File: src/hw/ddr_wr_pkg.sv
package ddr_wr_pkg;

  // byte address as seen by the host side
  localparam int BYTE_ADDR_W = 34;

  // one line is 16 bytes, so the line address drops the low 4 bits
  localparam int LINE_ADDR_W = BYTE_ADDR_W - 4;

  // controller command address, line address with a zero appended
  localparam int DDR_ADDR_W = LINE_ADDR_W + 1;

  localparam int HALVES_PER_LINE = 8;
  localparam int BYTES_PER_LINE  = 16;

  // 128-bit line word
  // halfword view for the write buffer, byte view for the line memory
  typedef union packed {
    logic [HALVES_PER_LINE-1:0][15:0] halves;
    logic [BYTES_PER_LINE-1:0][7:0]   bytes;
  } ddr_line_u;

endpackage

File: src/hw/burst_writer.sv
`timescale 1ns/1ns

module burst_writer import ddr_wr_pkg::*; (
  input  logic                   clk,
  input  logic                   reset,
  input  logic                   cmd_start_i,
  input  logic [BYTE_ADDR_W-1:0] cmd_addr_i,
  input  logic [15:0]            cmd_count_i,
  input  logic [15:0]            host_data_i,
  input  logic [1:0]             host_sel_i,
  input  logic                   wr_ack_i,
  output logic                   host_take_o,
  output logic                   wr_strb_o,
  output logic [BYTE_ADDR_W-1:0] wr_addr_o,
  output logic [15:0]            wr_data_o,
  output logic [1:0]             wr_sel_o,
  output logic                   wr_eob_o,
  output logic                   busy_o,
  output logic                   done_o
);

  logic                   busy_q;
  logic                   eob_q;
  logic [15:0]            remain_q;
  logic [BYTE_ADDR_W-1:0] addr_q;
  logic                   start;
  logic                   take;
  logic                   last_take;

  // a zero count would never finish, so it is not accepted
  assign start = cmd_start_i & ~busy_q & (cmd_count_i != 16'd0);

  // strobe is a level while halfwords remain
  assign wr_strb_o = busy_q & (remain_q != 16'd0);
  assign take      = wr_strb_o & wr_ack_i;
  assign last_take = take & (remain_q == 16'd1);

  // host holds its halfword until the take pulse
  assign host_take_o = take;
  assign wr_addr_o   = addr_q;
  assign wr_data_o   = host_data_i;
  assign wr_sel_o    = host_sel_i;

  assign wr_eob_o = eob_q;
  assign done_o   = eob_q;
  assign busy_o   = busy_q;

  always_ff @(posedge clk) begin
    if (reset) begin
      busy_q   <= 1'b0;
      eob_q    <= 1'b0;
      remain_q <= 16'd0;
    end else begin
      eob_q <= last_take;
      if (start) begin
        busy_q   <= 1'b1;
        remain_q <= cmd_count_i;
      end else if (take) begin
        remain_q <= remain_q - 16'd1;
        if (last_take) begin
          busy_q <= 1'b0;
        end
      end
    end
  end

  // address counter steps one halfword per take
  always_ff @(posedge clk) begin
    if (start) begin
      addr_q <= cmd_addr_i;
    end else if (take) begin
      addr_q <= addr_q + BYTE_ADDR_W'(2);
    end
  end

  // a held write must not move until the buffer takes it
  a_hold_until_ack: assert property (@(posedge clk) disable iff (reset)
    wr_strb_o && !wr_ack_i |=> wr_strb_o && $stable(wr_addr_o))
    else $error("burst_writer: write changed before it was acknowledged");

endmodule

File: config.mk
export PLATFORM = sky130hd
export DESIGN_NAME = burst_writer
export DESIGN_NICKNAME = d
export VERILOG_FILES = /design/src/hw/ddr_wr_pkg.sv /design/src/hw/burst_writer.sv
export SDC_FILE = /design/constraint.sdc
export NUM_CORES = 1
export LEC_CHECK = 0
export BUFFER_PORTS_ARGS = -buffer_cell sky130_fd_sc_hd__buf_2
export CAP_MARGIN = 40
export CORE_MARGIN = 1
export CORE_UTILIZATION = 44
export DETAILED_ROUTE_END_ITERATION = 12
export PLACE_DENSITY = 0.79
export SLEW_MARGIN = 30
export SYNTH_ARGS = -nofsm -noshare
export SYNTH_HDL_FRONTEND = slang
export SYNTH_SLANG_ARGS = --single-unit
File: constraint.sdc
create_clock -name clk -period 2.7 [get_ports clk]
set_clock_uncertainty 0.2 [all_clocks]
set_input_delay 0.675 -clock clk [delete_from_list [all_inputs] [get_ports clk]]
set_output_delay 0.675 -clock clk [all_outputs]
set_load 0.05 [all_outputs]
==> results.md <==
* Status: finished clean
* Most frequent cells after synthesis: 55 x nand2_1, 34 x edfxtp_1, 32 x o21ai_0
* Initial DRC Count at 138
* Worst skew pair latency at 300 ps
* Pwr/cell area at 607 nW/um^2
* EDFF count, synth at 34
* Post-synth top area cell: edfxtp_1
* Type of the worst min-delay path: register to register
* Die Y at 86.5 um
* Critical Path End Type: output port
* Avg Cell Area, Syn at 8.97 um^2
* First-pass GRT wire length at 12200 um
* Antenna diodes at 0
* Layout cell share with drive strength beyond 1 at 0.283
* Mapped Nets at 425
* Synthesized netlist cell count at 350
* Hold_ws at 343 ps
* Post-route minimum period at 2630 ps
* Die width at 86.5 um
* Register Area at 1380 um^2
* Post-synth ARST share at 0
* # port buffers at 92
* Placer congestion estimate at 0.950
* Hold path cells at 2
* Detail Placement HPWL at 5480 um
* Overflow after GRT at 0
* Logic pwr share at 0.304
* Worst Path Arrival at 1750 ps
* Share of power burned in registers at 0.466
* Post-CTS Hold Fix Bufs at 0
* Sw power at 818 uW
* Clock power frac at 0.230
* Residual DRC at 0
* Gr usage total at 0.203
* Top cell type's share of synthesized area at 0.325
* Post-Place Setup Slack at 123 ps
* Final hold vios at 0
* MaxCap Viol Count at 0
* Worst EP required at 1820 ps
* Total negative slack at 0 ps
* Slew @ Worst Pin at 481 ps
* Initial Util at 0.460
* Mapped Area at 3140 um^2
* Synth-to-layout area growth at 19.6%
* CP Class: register to output port
* Sw frac at 0.359
* Clock sinks at 52
* R2R cell count at 8
* Ys Warns at 0
* Layout Nets at 502
* Finish-stage setup viols at 0
* Antenna violations before repair at 0
* Number of global-route vias before repair at 2727
* Setup slack after layout at 74.5 ps
* Largest cells by area after synthesis: edfxtp_1 33%, dfxtp_1 11%, nand2_1 6.6%
* Tcrit/Tclk final at 0.972
* Synth Flop Type: edfxtp_1
* Static leakage at 1.45 nW
* Util after Layout at 0.550
* Most common cell in the netlist: nand2_1
* Core region area at 6830 um^2
* # rows at 30
* Largest net degree at the start of global routing at 73
* Fill cells at 657
* Netlist cell types at 47
* Die area at 7480 um^2
* Power Internal at 1.46 mW
* Root buf cell: clkbuf_8
* DRT Pass-1 Iters at 4
* CTS Buf Count at 5
* Top Ports at 129
* Clock-pin transition on the worst setup and hold timing paths at 90 ps
* Max-slew violations at 0
* Post-route ant nets at 0
* DR vias at 2846
* CTS H-tree lvls at 2
* Vias per cell at 5.43
* Sequential share of the synthesized area at 0.440
* WL final at 7390 um
* Avg WL per Cell at 14.1 um
* RSZ-0062 raised after global routing: false
* VDD IR-drop max at 0.000234 V
* Area of the multi-input gates at 1540 um^2
* Max Freq at 381 MHz
* Max FO, Critical Path at 5
* Startpoint Class: register
* Worst relative slew slack at 0.677
* Flop and latch count out of synthesis at 52
* Clk buf depth at 2
* CTS tree: yes
==> worst paths after layout <==
| check | startpoint | end | slack (ps) |
|---|---|---|---|
| setup / recovery | remain_q[0]$_SDFFE_PP0P_ | host_take_o | 70 |
| hold / removal | remain_q[13]$_SDFFE_PP0P_ | remain_q[13]$_SDFFE_PP0P_ | 340 |
| setup reg to reg | remain_q[0]$_SDFFE_PP0P_ | remain_q[15]$_SDFFE_PP0P_ | 230 |
| hold reg to reg | remain_q[13]$_SDFFE_PP0P_ | remain_q[13]$_SDFFE_PP0P_ | 340 |
==> through the flow <==
step | instance area, um^2 | power [mW] | std cells
2_1_floorplan | 3140 | 1.62 | 350
3_3_place_gp | 3630 | 1.75 | 515
3_5_place_dp | 3630 | 1.76 | 515
4_1_cts | 3740 | 2.29 | 523
5_1_grt | 3760 | 2.40 | 524
6_report | 3760 | 2.28 | 524
==> power groups by stage <==
| stage | clock network, mW | logic (mW) | registers, mW |
|---|---|---|---|
| floorplan | 0 | 0.340 | 1.28 |
| global placement | 0 | 0.673 | 1.07 |
| detailed placement | 0 | 0.684 | 1.08 |
| CTS | 0.542 | 0.690 | 1.06 |
| global route | 0.574 | 0.753 | 1.08 |
| finish | 0.524 | 0.694 | 1.06 |
==> layout make-up <==
cell class | count | share of cell area
sequential | 52 | 0.368
tap | 96 | 0.0320
timing repair buffer | 105 | 0.155
multi-input combinational | 257 | 0.410
clock inverter | 1 | 0.00799
inverter | 6 | 0.00666
clock buffer | 7 | 0.0203
==> logic make-up after synthesis <==
kind of cell,Yosys count,share of synthesized area
adders and majority gates,3,0.0120
and+or+nand+nor,146,0.238
AOI/OAI and AO/OA,77,0.152
DFF,52,0.440
buffers and inverters,41,0.0717
xor gates and xnor gates,31,0.0865
==> flip-flops by register name, indices dropped and copies added (netlist names) <==
| name | flops |
|---|---|
| done_o | 1 |
| busy_o | 1 |
| remain_q | 16 |
| wr_addr_o | 34 |
==> repair_timing <==
item / CTS / global route
cloned: 0 / 0
resized for setup: 1 / 2
setup buffers: 0 / 1
setup endpoints to repair: 1 / 3
==> placed cells by master, fill, tap and decap left out, types with 6 or more instances in the layout <==
master,n
a211oi_1,6
a21oi_1,11
and3_1,9
buf_2,92
buf_4,11
dfxtp_1,18
edfxtp_1,34
nand2_1,55
nand3_1,18
nand4_1,13
nor2_1,16
nor3_1,10
nor4_1,6
o21ai_0,32
xnor2_1,8
xor2_1,23
==> critical path, stage by stage, from the launching register on <==
cell,delay (ps)
dfxtp_1,410
inv_1,80
ha_1,220
nor3b_4,170
a41oi_2,270
buf_2,310
==> layer usage <==
metal,vias to the layer above,GRT usage,share of wire
li1,1420,-,-
met1,1304,0.252,0.44
met2,112,0.356,0.49
met5,-,0,0
met4,0,0.0606,0.011
met3,10,0.0419,0.058
(Power assumes the default switching activity.)
