==> src/hw/ddr_wr_pkg.sv <==
package ddr_wr_pkg;

  // byte address as seen by the host side
  localparam int BYTE_ADDR_W = 34;

  // one line is 16 bytes, so the line address drops the low 4 bits
  localparam int LINE_ADDR_W = BYTE_ADDR_W - 4;

  // controller command address, line address with a zero appended
  localparam int DDR_ADDR_W = LINE_ADDR_W + 1;

  localparam int HALVES_PER_LINE = 8;
  localparam int BYTES_PER_LINE  = 16;

  // 128-bit line word
  // halfword view for the write buffer, byte view for the line memory
  typedef union packed {
    logic [HALVES_PER_LINE-1:0][15:0] halves;
    logic [BYTES_PER_LINE-1:0][7:0]   bytes;
  } ddr_line_u;

endpackage

==> src/hw/mem_wr_cache.sv <==
`timescale 1ns/1ns

module mem_wr_cache import ddr_wr_pkg::*; (
  input  logic                   clk,
  input  logic                   reset,
  input  logic [1:0]             wr_sel_i,
  input  logic                   wr_strb_i,
  input  logic [BYTE_ADDR_W-1:0] wr_addr_i,
  input  logic [15:0]            wr_data_i,
  input  logic                   wr_eob,
  input  logic                   ddr_af_afull_i,
  input  logic                   ddr_df_afull_i,
  output logic                   wr_ack_o,
  output ddr_line_u              ddr_data_o,
  output logic [15:0]            ddr_mask_o,
  output logic                   ddr_data_wen_o,
  output logic [DDR_ADDR_W-1:0]  ddr_addr_o,
  output logic                   ddr_addr_wen_o,
  output logic                   empty_o
);

  localparam int HALF_IDX_W = $clog2(HALVES_PER_LINE);

  localparam logic SEND_IDLE   = 1'b0;
  localparam logic SEND_SECOND = 1'b1;

  // line buffer
  logic                   buf_empty_q;
  logic [LINE_ADDR_W-1:0] buf_addr_q;
  ddr_line_u              buf_line_q;
  logic [15:0]            buf_mask_q;

  // deferred work while the send path is occupied
  logic delayed_send_q;
  logic commit_send_q;

  // send sequencer
  logic                   send_q;
  logic [LINE_ADDR_W-1:0] sent_addr_q;
  logic                   send_busy;
  logic                   send_wait;
  logic                   send_free;
  logic                   start_send;

  logic [HALF_IDX_W-1:0]  half_idx;
  logic [LINE_ADDR_W-1:0] wr_line_addr;
  logic                   buf_hit;
  logic [15:0]            mask_overlay;
  ddr_line_u              line_fresh;
  ddr_line_u              line_merge;

  assign half_idx     = wr_addr_i[HALF_IDX_W:1];
  assign wr_line_addr = wr_addr_i[BYTE_ADDR_W-1:4];
  // an empty buffer accepts any line
  assign buf_hit      = buf_empty_q | (buf_addr_q == wr_line_addr);
  assign mask_overlay = {14'd0, wr_sel_i} << (2 * half_idx);

  always_comb begin
    line_fresh = '0;
    line_fresh.halves[half_idx] = wr_data_i;
  end

  // merge only the selected bytes of the addressed halfword
  always_comb begin
    line_merge = buf_line_q;
    line_merge.halves[half_idx] = {
      wr_sel_i[1] ? wr_data_i[15:8] : buf_line_q.halves[half_idx][15:8],
      wr_sel_i[0] ? wr_data_i[7:0]  : buf_line_q.halves[half_idx][7:0]
    };
  end

  assign send_busy = (send_q == SEND_SECOND);
  assign send_wait = send_busy ? (ddr_af_afull_i | ddr_df_afull_i) : ddr_df_afull_i;
  assign send_free = ~send_busy & ~send_wait;

  always_comb begin
    if (commit_send_q) begin
      wr_ack_o = 1'b0;
    end else if (delayed_send_q) begin
      wr_ack_o = wr_strb_i & send_free;
    end else begin
      wr_ack_o = wr_strb_i & (buf_hit | send_free);
    end
  end

  // beat 1 leaves on a miss, at end of burst or for deferred work
  assign start_send = send_free & (commit_send_q |
                                   (delayed_send_q & ~buf_empty_q) |
                                   (wr_strb_i & ~buf_hit) |
                                   (wr_eob & ~buf_empty_q));

  assign ddr_data_wen_o = (send_busy & ~send_wait) | start_send;
  assign ddr_addr_wen_o = send_busy & ~send_wait;

  assign ddr_data_o = buf_line_q;
  assign ddr_mask_o = send_busy ? 16'd0 : buf_mask_q;
  assign ddr_addr_o = {sent_addr_q, 1'b0};

  assign empty_o = buf_empty_q & ~delayed_send_q & ~commit_send_q & ~send_busy;

  always_ff @(posedge clk) begin
    if (reset) begin
      buf_empty_q    <= 1'b1;
      buf_mask_q     <= 16'd0;
      delayed_send_q <= 1'b0;
      commit_send_q  <= 1'b0;
    end else if (commit_send_q) begin
      if (send_free) begin
        commit_send_q <= 1'b0;
        buf_empty_q   <= 1'b1;
        buf_mask_q    <= 16'd0;
      end
      if (wr_strb_i) begin
        delayed_send_q <= 1'b1;
      end
    end else if (delayed_send_q) begin
      if (send_free) begin
        delayed_send_q <= 1'b0;
        buf_empty_q    <= 1'b0;
        buf_addr_q     <= wr_line_addr;
        buf_line_q     <= line_fresh;
        buf_mask_q     <= mask_overlay;
      end
    end else if (wr_strb_i) begin
      if (buf_hit) begin
        buf_empty_q <= 1'b0;
        buf_addr_q  <= wr_line_addr;
        buf_line_q  <= line_merge;
        buf_mask_q  <= buf_mask_q | mask_overlay;
      end else if (send_busy | send_wait) begin
        delayed_send_q <= 1'b1;
      end else begin
        // old line goes out as beat 1 in this same cycle
        buf_addr_q <= wr_line_addr;
        buf_line_q <= line_fresh;
        buf_mask_q <= mask_overlay;
      end
    end else if (wr_eob && !buf_empty_q) begin
      if (send_busy | send_wait) begin
        commit_send_q <= 1'b1;
      end else begin
        buf_empty_q <= 1'b1;
        buf_mask_q  <= 16'd0;
      end
    end
  end

  // line address is captured with beat 1 since the buffer may refill
  always_ff @(posedge clk) begin
    if (reset) begin
      send_q <= SEND_IDLE;
    end else if (!send_busy && ddr_data_wen_o) begin
      send_q      <= SEND_SECOND;
      sent_addr_q <= buf_addr_q;
    end else if (send_busy && ddr_addr_wen_o) begin
      send_q <= SEND_IDLE;
    end
  end

  // the address push follows beat 1 directly or a stalled second beat
  a_addr_in_second: assert property (@(posedge clk) disable iff (reset)
    ddr_addr_wen_o |-> $past(ddr_data_wen_o && !ddr_addr_wen_o) ||
                       $past(send_q == SEND_SECOND && !ddr_addr_wen_o))
    else $error("mem_wr_cache: address push outside the second send beat");

  a_data_not_afull: assert property (@(posedge clk) disable iff (reset)
    ddr_data_wen_o |-> !ddr_df_afull_i)
    else $error("mem_wr_cache: data push while the data queue is almost full");

endmodule

==> config.mk <==
export PLATFORM = sky130hd
export DESIGN_NAME = mem_wr_cache
export DESIGN_NICKNAME = d
export VERILOG_FILES = /design/src/hw/ddr_wr_pkg.sv /design/src/hw/mem_wr_cache.sv
export SDC_FILE = /design/constraint.sdc
export NUM_CORES = 1
export LEC_CHECK = 0
export ABC_AREA = 1
export BUFFER_PORTS_ARGS = -buffer_cell sky130_fd_sc_hd__buf_2
export CAP_MARGIN = 30
export CORE_UTILIZATION = 55
export CTS_CLUSTER_SIZE = 10
export DETAILED_ROUTE_END_ITERATION = 10
export PLACE_DENSITY = 0.83
export SLEW_MARGIN = 20
export SYNTH_ARGS = -nofsm -noshare
export SYNTH_HDL_FRONTEND = slang
export SYNTH_SLANG_ARGS = --single-unit
==> constraint.sdc <==
create_clock -name clk -period 5.75 [get_ports clk]
set_clock_uncertainty 0.15 [all_clocks]
set_input_delay 1.725 -clock clk [delete_from_list [all_inputs] [get_ports clk]]
set_output_delay 1.725 -clock clk [all_outputs]
set_load 0.02 [all_outputs]
==> metrics.cfg, run 1 <==
[power_and_ir_drop]
p_per_area_nw_per_um2 = 296
clkPwrFrac_pct = 36.5
power_frac_seq_pct = 49.0
combPwrFrac_pct = 14.5
p_int_mw = 2.63
netSwitchingFraction_pct = 26.7
vdd_drop_max_v = 0.000268
p_leak_nw = 5.21
p_switching_uw = 957
p_total_mw = 3.59

[timing]
period_share_pct = 88.0
slew_headroom_pct = 35.7
hold_viol = 0
whs_ns = 0.322
setup_violations = 0
fmax_ghz = 0.198
rsz0062_at_grt = no
worst_pin_slew_ns = 0.962
tns_ns = 0
fin_ws_ns = 0.687
period_minus_slack_ns = 5.06
final_max_slew_viol_count = 0

[clock_network]
cts_tree = built
cts_resized = 0
clk_latency_ns = 0.52
clock_sinks = 208
post_cts_buffers = 0
cts_made_buffers = 24
cts_max_level = 1
hold_buffers = 0
cts_buffer_depth = 3
cts_root_buf = clkbuf_16
cts.reportedPaths.clkPinSlew_ns = 0.05

[yosys]
syn_area_um2 = 10100
syn-num-nets = 1151
yosysWarnings = 0
ys_ff_latch = 208
syn_inst = 1093
avgSynthCellArea_um2 = 9.25
synthArstFlopShare_pct = 0
yosysSeqAreaShare_pct = 59.8
netlist.top_cell.by_area = edfxtp_1
synth_top_cells_by_area = edfxtp_1, nand2_1, nor2_1
synth_cell_types = 32
synth_top_area_share_pct = 55.8
synth_edf_count = 188
ys.flop_type = edfxtp_1

[drt]
wl_per_cell_um = 16.7
drc = 0
drt-initial-drc-count = 543
dr.pass1.iters = 6
vias_per_cell = 5.31
wl_mm = 26.2
ant_nets = 0
vias = 8319

[floorplanning]
die_y_um = 138
dieArea_um2 = 18900
rows = 49
core_area_um2 = 18000
io_pins = 237
chipWidth_um = 138
start_util_pct = 56.3

[layout]
n_antenna_cell = 0
drive_gt1_share_pct = 25.7
area_growth_pct = 19.7
final_area_um2 = 12100
nNetsFinal = 1387
final_cell_count_no_fill = 1566
final_core_util_pct = 67.4

[global_routing]
use_met3_pct = 6.22
use_met1_pct = 34.7
met2_usage_pct = 46.4
grt_first_pass_wirelength_mm = 39.4
grt_busiest_layer = met2
grt_pass1_vias = 7830
grt-ovfl-total = 0
antenna_found_initial = 1
track_usage_pct = 27.6
grt_max_degree = 57

[setup_path]
criticalPathCategory = input pin to primary output
worstPathRequired_ns = 3.88
rr_worst_depth = 12
r2r_slack_ns = 2.45
worst-endpoint-arrival_ns = 3.19
cpMostUsedCell = nand2_1
r2r_end = ddr_data_o[33]
timing.rr.start = buf_addr_q[17]
cp-startpoint = wr_addr_i[21]
critical_path.endpoint = wr_ack_o
path_cells = buf_2 -> xnor2_1 -> nand2_1 -> nor2_1 -> nand2_1 -> nor2_1 -> nand2_1 -> nand2_1 -> nand2_4 -> a21oi_2 -> nand2_1 -> inv_1 -> buf_2
cp-end-kind = primary output
critPathMaxFanout = 3
crit_path_top_delay_cell = xnor2_1
slowest_delay_ns = 0.17
start_kind = input pin

[place]
numPlacedInstances = 1531
place_congestion = 0.828
dpl_cell_area_um2 = 11400
port_buffers = 234
post-dp-hpwl_mm = 17.8
pre_cts_ws_ns = 0.703

[run]
maxCapViolations = 0

[status]
status = finished, final reports clean

[worst_hold_path]
hold_class = flip-flop to flip-flop

power by group through the flow:
stage,sequential (mW),combinational (mW),clock [mW]
after global routing,1.76,0.572,1.38
after CTS,1.76,0.517,1.33
after floorplan,1.83,0.322,0
final,1.76,0.519,1.31
after global placement,1.78,0.499,0
after detailed placement,1.79,0.515,0
cell type report:
class | instances | area [um2]
clock buffers | 32 | 631
repair buffers | 254 | 1330
multi-input cells | 738 | 3410
fillers | 1369 | 5860
inverters | 103 | 387
well taps | 229 | 287
flip-flops and latches | 208 | 6050
clock inverters | 2 | 20.0
worst max-delay path, delay by kind of cell:
kind                   cells  cell delay (ns)
AND/OR/NAND/NOR            8             0.84
XOR/XNOR                   1             0.17
buffers and inverters      3             0.32
AO/OA/AOI/OAI              1             0.14
synthesized netlist by cell type (12+ instances only):
cell type and n:
nor2_4 17, dfxtp_1 20, nand3_1 24, buf_2 12, edfxtp_1 188, nor2_1 194
a22oi_1 19, a21oi_1 17, nand2_1 378, nor2_2 12, xnor2_1 20, inv_1 96
nand4_1 12
how the worst min path moves through the flow:
stage                   startpoint              end  slack (ns)  cells after the start
floorplan              buf_empty_q      buf_empty_q        0.29                      2
global placement     buf_addr_q[3]   sent_addr_q[3]        0.30                      0
detailed placement  buf_addr_q[24]  sent_addr_q[24]        0.31                      0
CTS                 buf_addr_q[24]  sent_addr_q[24]        0.32                      0
global route        buf_addr_q[11]  sent_addr_q[11]        0.35                      0
finish              buf_addr_q[24]  sent_addr_q[24]        0.32                      0
sequential cells by signal, indices dropped and copies added (netlist names):
signal,flops
buf_addr_q,30
buf_empty_q,1
buf_mask_q,16
commit_send_q,1
ddr_data_o,128
delayed_send_q,1
send_busy,1
sent_addr_q,30
per-layer routing:
| metal | up-vias | wire length, um |
|---|---|---|
| li1 | 3981 | - |
| met1 | 3880 | 10100 |
| met2 | 397 | 12600 |
| met3 | 59 | 2710 |
| met4 | 2 | 786 |
| met5 | - | 13 |
logic make-up (layout without fill, tap and decap cells):
logic type             Yosys count  in the layout  share of synthesized area, %
AO/OA/AOI/OAI                   67             67                          4.37
XOR/XNOR                        24             24                          2.08
buffers and inverters          147            391                          6.88
flip-flops                     208            208                          59.8
other                            1              1                        0.0371
AND/OR/NAND/NOR                646            646                          26.8
placed cells by master, fill, tap and decap left out, types with 20 or more instances in the layout:
| cell type | Yosys | final |
|---|---|---|
| nor2_1 | 194 | 185 |
| buf_2 | 12 | 234 |
| inv_1 | 96 | 96 |
| nand3_1 | 24 | 24 |
| xnor2_1 | 20 | 20 |
| nand2_1 | 378 | 378 |
| edfxtp_1 | 188 | 188 |
| clkbuf_16 | 0 | 24 |
| dfxtp_1 | 20 | 20 |
Power figures use the tool's default switching activity.
==> run 2: changes to the inputs <==
--- a/config.mk
+++ b/config.mk
@@ -12,6 +12,7 @@
 export CTS_CLUSTER_SIZE = 10
 export DETAILED_ROUTE_END_ITERATION = 10
 export PLACE_DENSITY = 0.83
+export REMOVE_ABC_BUFFERS = 1
 export SLEW_MARGIN = 20
 export SYNTH_ARGS = -nofsm -noshare
 export SYNTH_HDL_FRONTEND = slang
==> run 2 against run 1 <==
  * Global-route usage is 0.22 points higher
  * Non-clock buffer count unchanged
  * Critical path type unchanged
  * Sequential share of layout area down 0.17 points
  * Register-to-register slack improved by 0.02 ns
  * Utilization rose by 0.24 points
  * Sequential power about the same
  * Via count is 0.48% higher
  * Largest power group unchanged
==> metrics.cfg, run 2 (same netlist as run 1, synthesis figures left out) <==
[setup_path]
critPathMaxFanout = 3  ; unchanged
r2r_slack_ns = 2.47  ; was 2.45 ns
criticalPathCategory = input pin to primary output  ; unchanged
worstPathRequired_ns = 3.88  ; about the same
slowest_delay_ns = 0.19  ; was 0.17 ns
path_cells = buf_2 -> xnor2_1 -> nand2_1 -> nor2_1 -> nand2_1 -> nor2_1 -> nand2_1 -> nand2_1 -> nand2_4 -> a21oi_2 -> nand2_1 -> inv_1 -> buf_2  ; unchanged
path_buf_inv = 3  ; unchanged
cp-end-kind = primary output  ; unchanged
start_kind = input pin  ; unchanged
cpMostUsedCell = nand2_1  ; unchanged
worst-endpoint-arrival_ns = 3.12  ; was 3.19 ns
critPathTopFamily = simple AND/OR/NAND/NOR gates  ; unchanged
crit_path_top_delay_cell = xnor2_1  ; unchanged

[worst_hold_path]
hold_class = flip-flop to flip-flop  ; unchanged

[timing]
period_minus_slack_ns = 5.00  ; was 5.06 ns
hold_viol = 0  ; unchanged
final_max_slew_viol_count = 0  ; unchanged
worst_pin_slew_ns = 0.952  ; was 0.962 ns
slew_headroom_pct = 36.5  ; was 35.7%
period_share_pct = 86.9  ; was 88.0%
rsz0062_at_grt = no  ; unchanged
tns_ns = 0  ; unchanged
fmax_ghz = 0.200  ; was 0.198 GHz
setup_violations = 0  ; unchanged
fin_ws_ns = 0.754  ; was 0.687 ns

[drt]
vias_per_cell = 5.30  ; was 5.31
ant_nets = 0  ; unchanged
wl_per_cell_um = 16.8  ; was 16.7 um
wl_mm = 26.4  ; was 26.2 mm
vias = 8359  ; was 8319
drc = 0  ; unchanged
dr.pass1.iters = 8  ; was 6
drt-initial-drc-count = 688  ; was 543

[place]
place_congestion = 0.841  ; was 0.828
numPlacedInstances = 1531  ; unchanged
pre_cts_ws_ns = 0.749  ; was 0.703 ns
post-dp-hpwl_mm = 18.0  ; was 17.8 mm
port_buffers = 234  ; unchanged

[power_and_ir_drop]
p_per_area_nw_per_um2 = 300  ; was 296 nW/um2
clkPwrFrac_pct = 37.6  ; was 36.5%
power_frac_seq_pct = 48.2  ; was 49.0%
combPwrFrac_pct = 14.2  ; was 14.5%
vdd_drop_max_v = 0.000267  ; was 0.000268 V
p_switching_uw = 979  ; was 957 uW
p_int_mw = 2.67  ; was 2.63 mW
netSwitchingFraction_pct = 26.8  ; was 26.7%
p_total_mw = 3.65  ; was 3.59 mW
p_leak_nw = 5.22  ; was 5.21 nW

[clock_network]
cts_buffer_depth = 3  ; unchanged
clk_latency_ns = 0.52  ; about the same
cts_resized = 0  ; unchanged
clock_sinks = 208  ; unchanged
post_cts_buffers = 0  ; unchanged
cts_made_buffers = 24  ; unchanged
cts_tree = built  ; unchanged
cts_max_level = 1  ; unchanged
hold_buffers = 0  ; unchanged
cts.reportedPaths.clkPinSlew_ns = 0.06  ; was 0.05 ns
cts_root_buf = clkbuf_16  ; unchanged

[floorplanning]
core_area_um2 = 18000  ; unchanged
dieArea_um2 = 18900  ; unchanged
chipWidth_um = 138  ; unchanged
start_util_pct = 56.3  ; unchanged
io_pins = 237  ; unchanged
rows = 49  ; unchanged
die_y_um = 138  ; unchanged

[layout]
layout_commonest_cell = nand2_1  ; unchanged
n_antenna_cell = 0  ; unchanged
final_cell_mix = nand2_1, buf_2, edfxtp_1  ; unchanged
final_cell_count_no_fill = 1576  ; was 1566
multi_input_area_um2 = 3400  ; was 3410 um2
largest_reg_flops = 128  ; unchanged
area_growth_pct = 20.1  ; was 19.7%
nNetsFinal = 1387  ; unchanged
seqCellArea_um2 = 6050  ; unchanged
final_core_util_pct = 67.6  ; was 67.4%
nFillCells = 1368  ; was 1369
drive_gt1_share_pct = 25.5  ; was 25.7%

[global_routing]
track_usage_pct = 27.8  ; was 27.6%
antenna_found_initial = 0  ; was 1
grt-ovfl-total = 0  ; unchanged
grt_first_pass_wirelength_mm = 39.8  ; was 39.4 mm
grt_pass1_vias = 7752  ; was 7830
grt_max_degree = 57  ; unchanged

[status]
status = finished, final reports clean  ; unchanged

[run]
maxCapViolations = 0  ; unchanged

[run 2: cell count changes in the layout (fill, tap and decap cells not counted)]
cell,previous run,this run
clkbuf_1,8,18
clkbuf_8,0,1
clkinv_1,2,1
nor2_2,19,20
nor2_4,19,18
[run 2: layout make-up]
type | instances | area share, %
Clock buffer | 43 | 5.61
Clock inverter | 1 | 0.134
Inverter | 103 | 3.18
Multi-Input combinational cell | 738 | 28.0
Sequential cell | 208 | 49.8
Tap cell | 229 | 2.36
Timing Repair Buffer | 254 | 10.9
[run 2: final timing paths]
kind / from / to / cells after the start
setup / recovery: wr_addr_i[31] / wr_ack_o / 13
hold reg to reg: buf_empty_q / buf_empty_q / 2
hold / removal: buf_empty_q / buf_empty_q / 2
setup reg to reg: buf_addr_q[27] / ddr_data_o[29] / 12
[run 2: worst register-to-register path: cells and delay by family (launching register included)]
kind	cells	cell delay (ns)
and+or+nand+nor	9	1.15
buffers and inverters	2	1.04
DFF	1	0.44
xor gates and xnor gates	1	0.17
[run 2: through the flow]
stage	cell area, um2	hold WS, ns
6_report	12100	0.322
3_5_place_dp	11400	0.309
4_1_cts	12100	0.320
3_3_place_gp	11400	0.303
2_1_floorplan	9800	0.286
5_1_grt	12100	0.334
[run 2: power groups by stage]
| stage | Sequential [mW] | Clock, mW | Combinational [mW] |
|---|---|---|---|
| after floorplan | 1.83 | 0 | 0.293 |
| after global placement | 1.78 | 0 | 0.499 |
| after detailed placement | 1.79 | 0 | 0.514 |
| after CTS | 1.76 | 1.39 | 0.517 |
| after global routing | 1.76 | 1.45 | 0.569 |
| final | 1.76 | 1.37 | 0.518 |
[run 2: layer usage]
metal	global-route usage [%]	part of all wire, %
met5	0	0
met4	9.22	2.7
met3	6.73	11
met2	46.9	48
met1	35.0	38
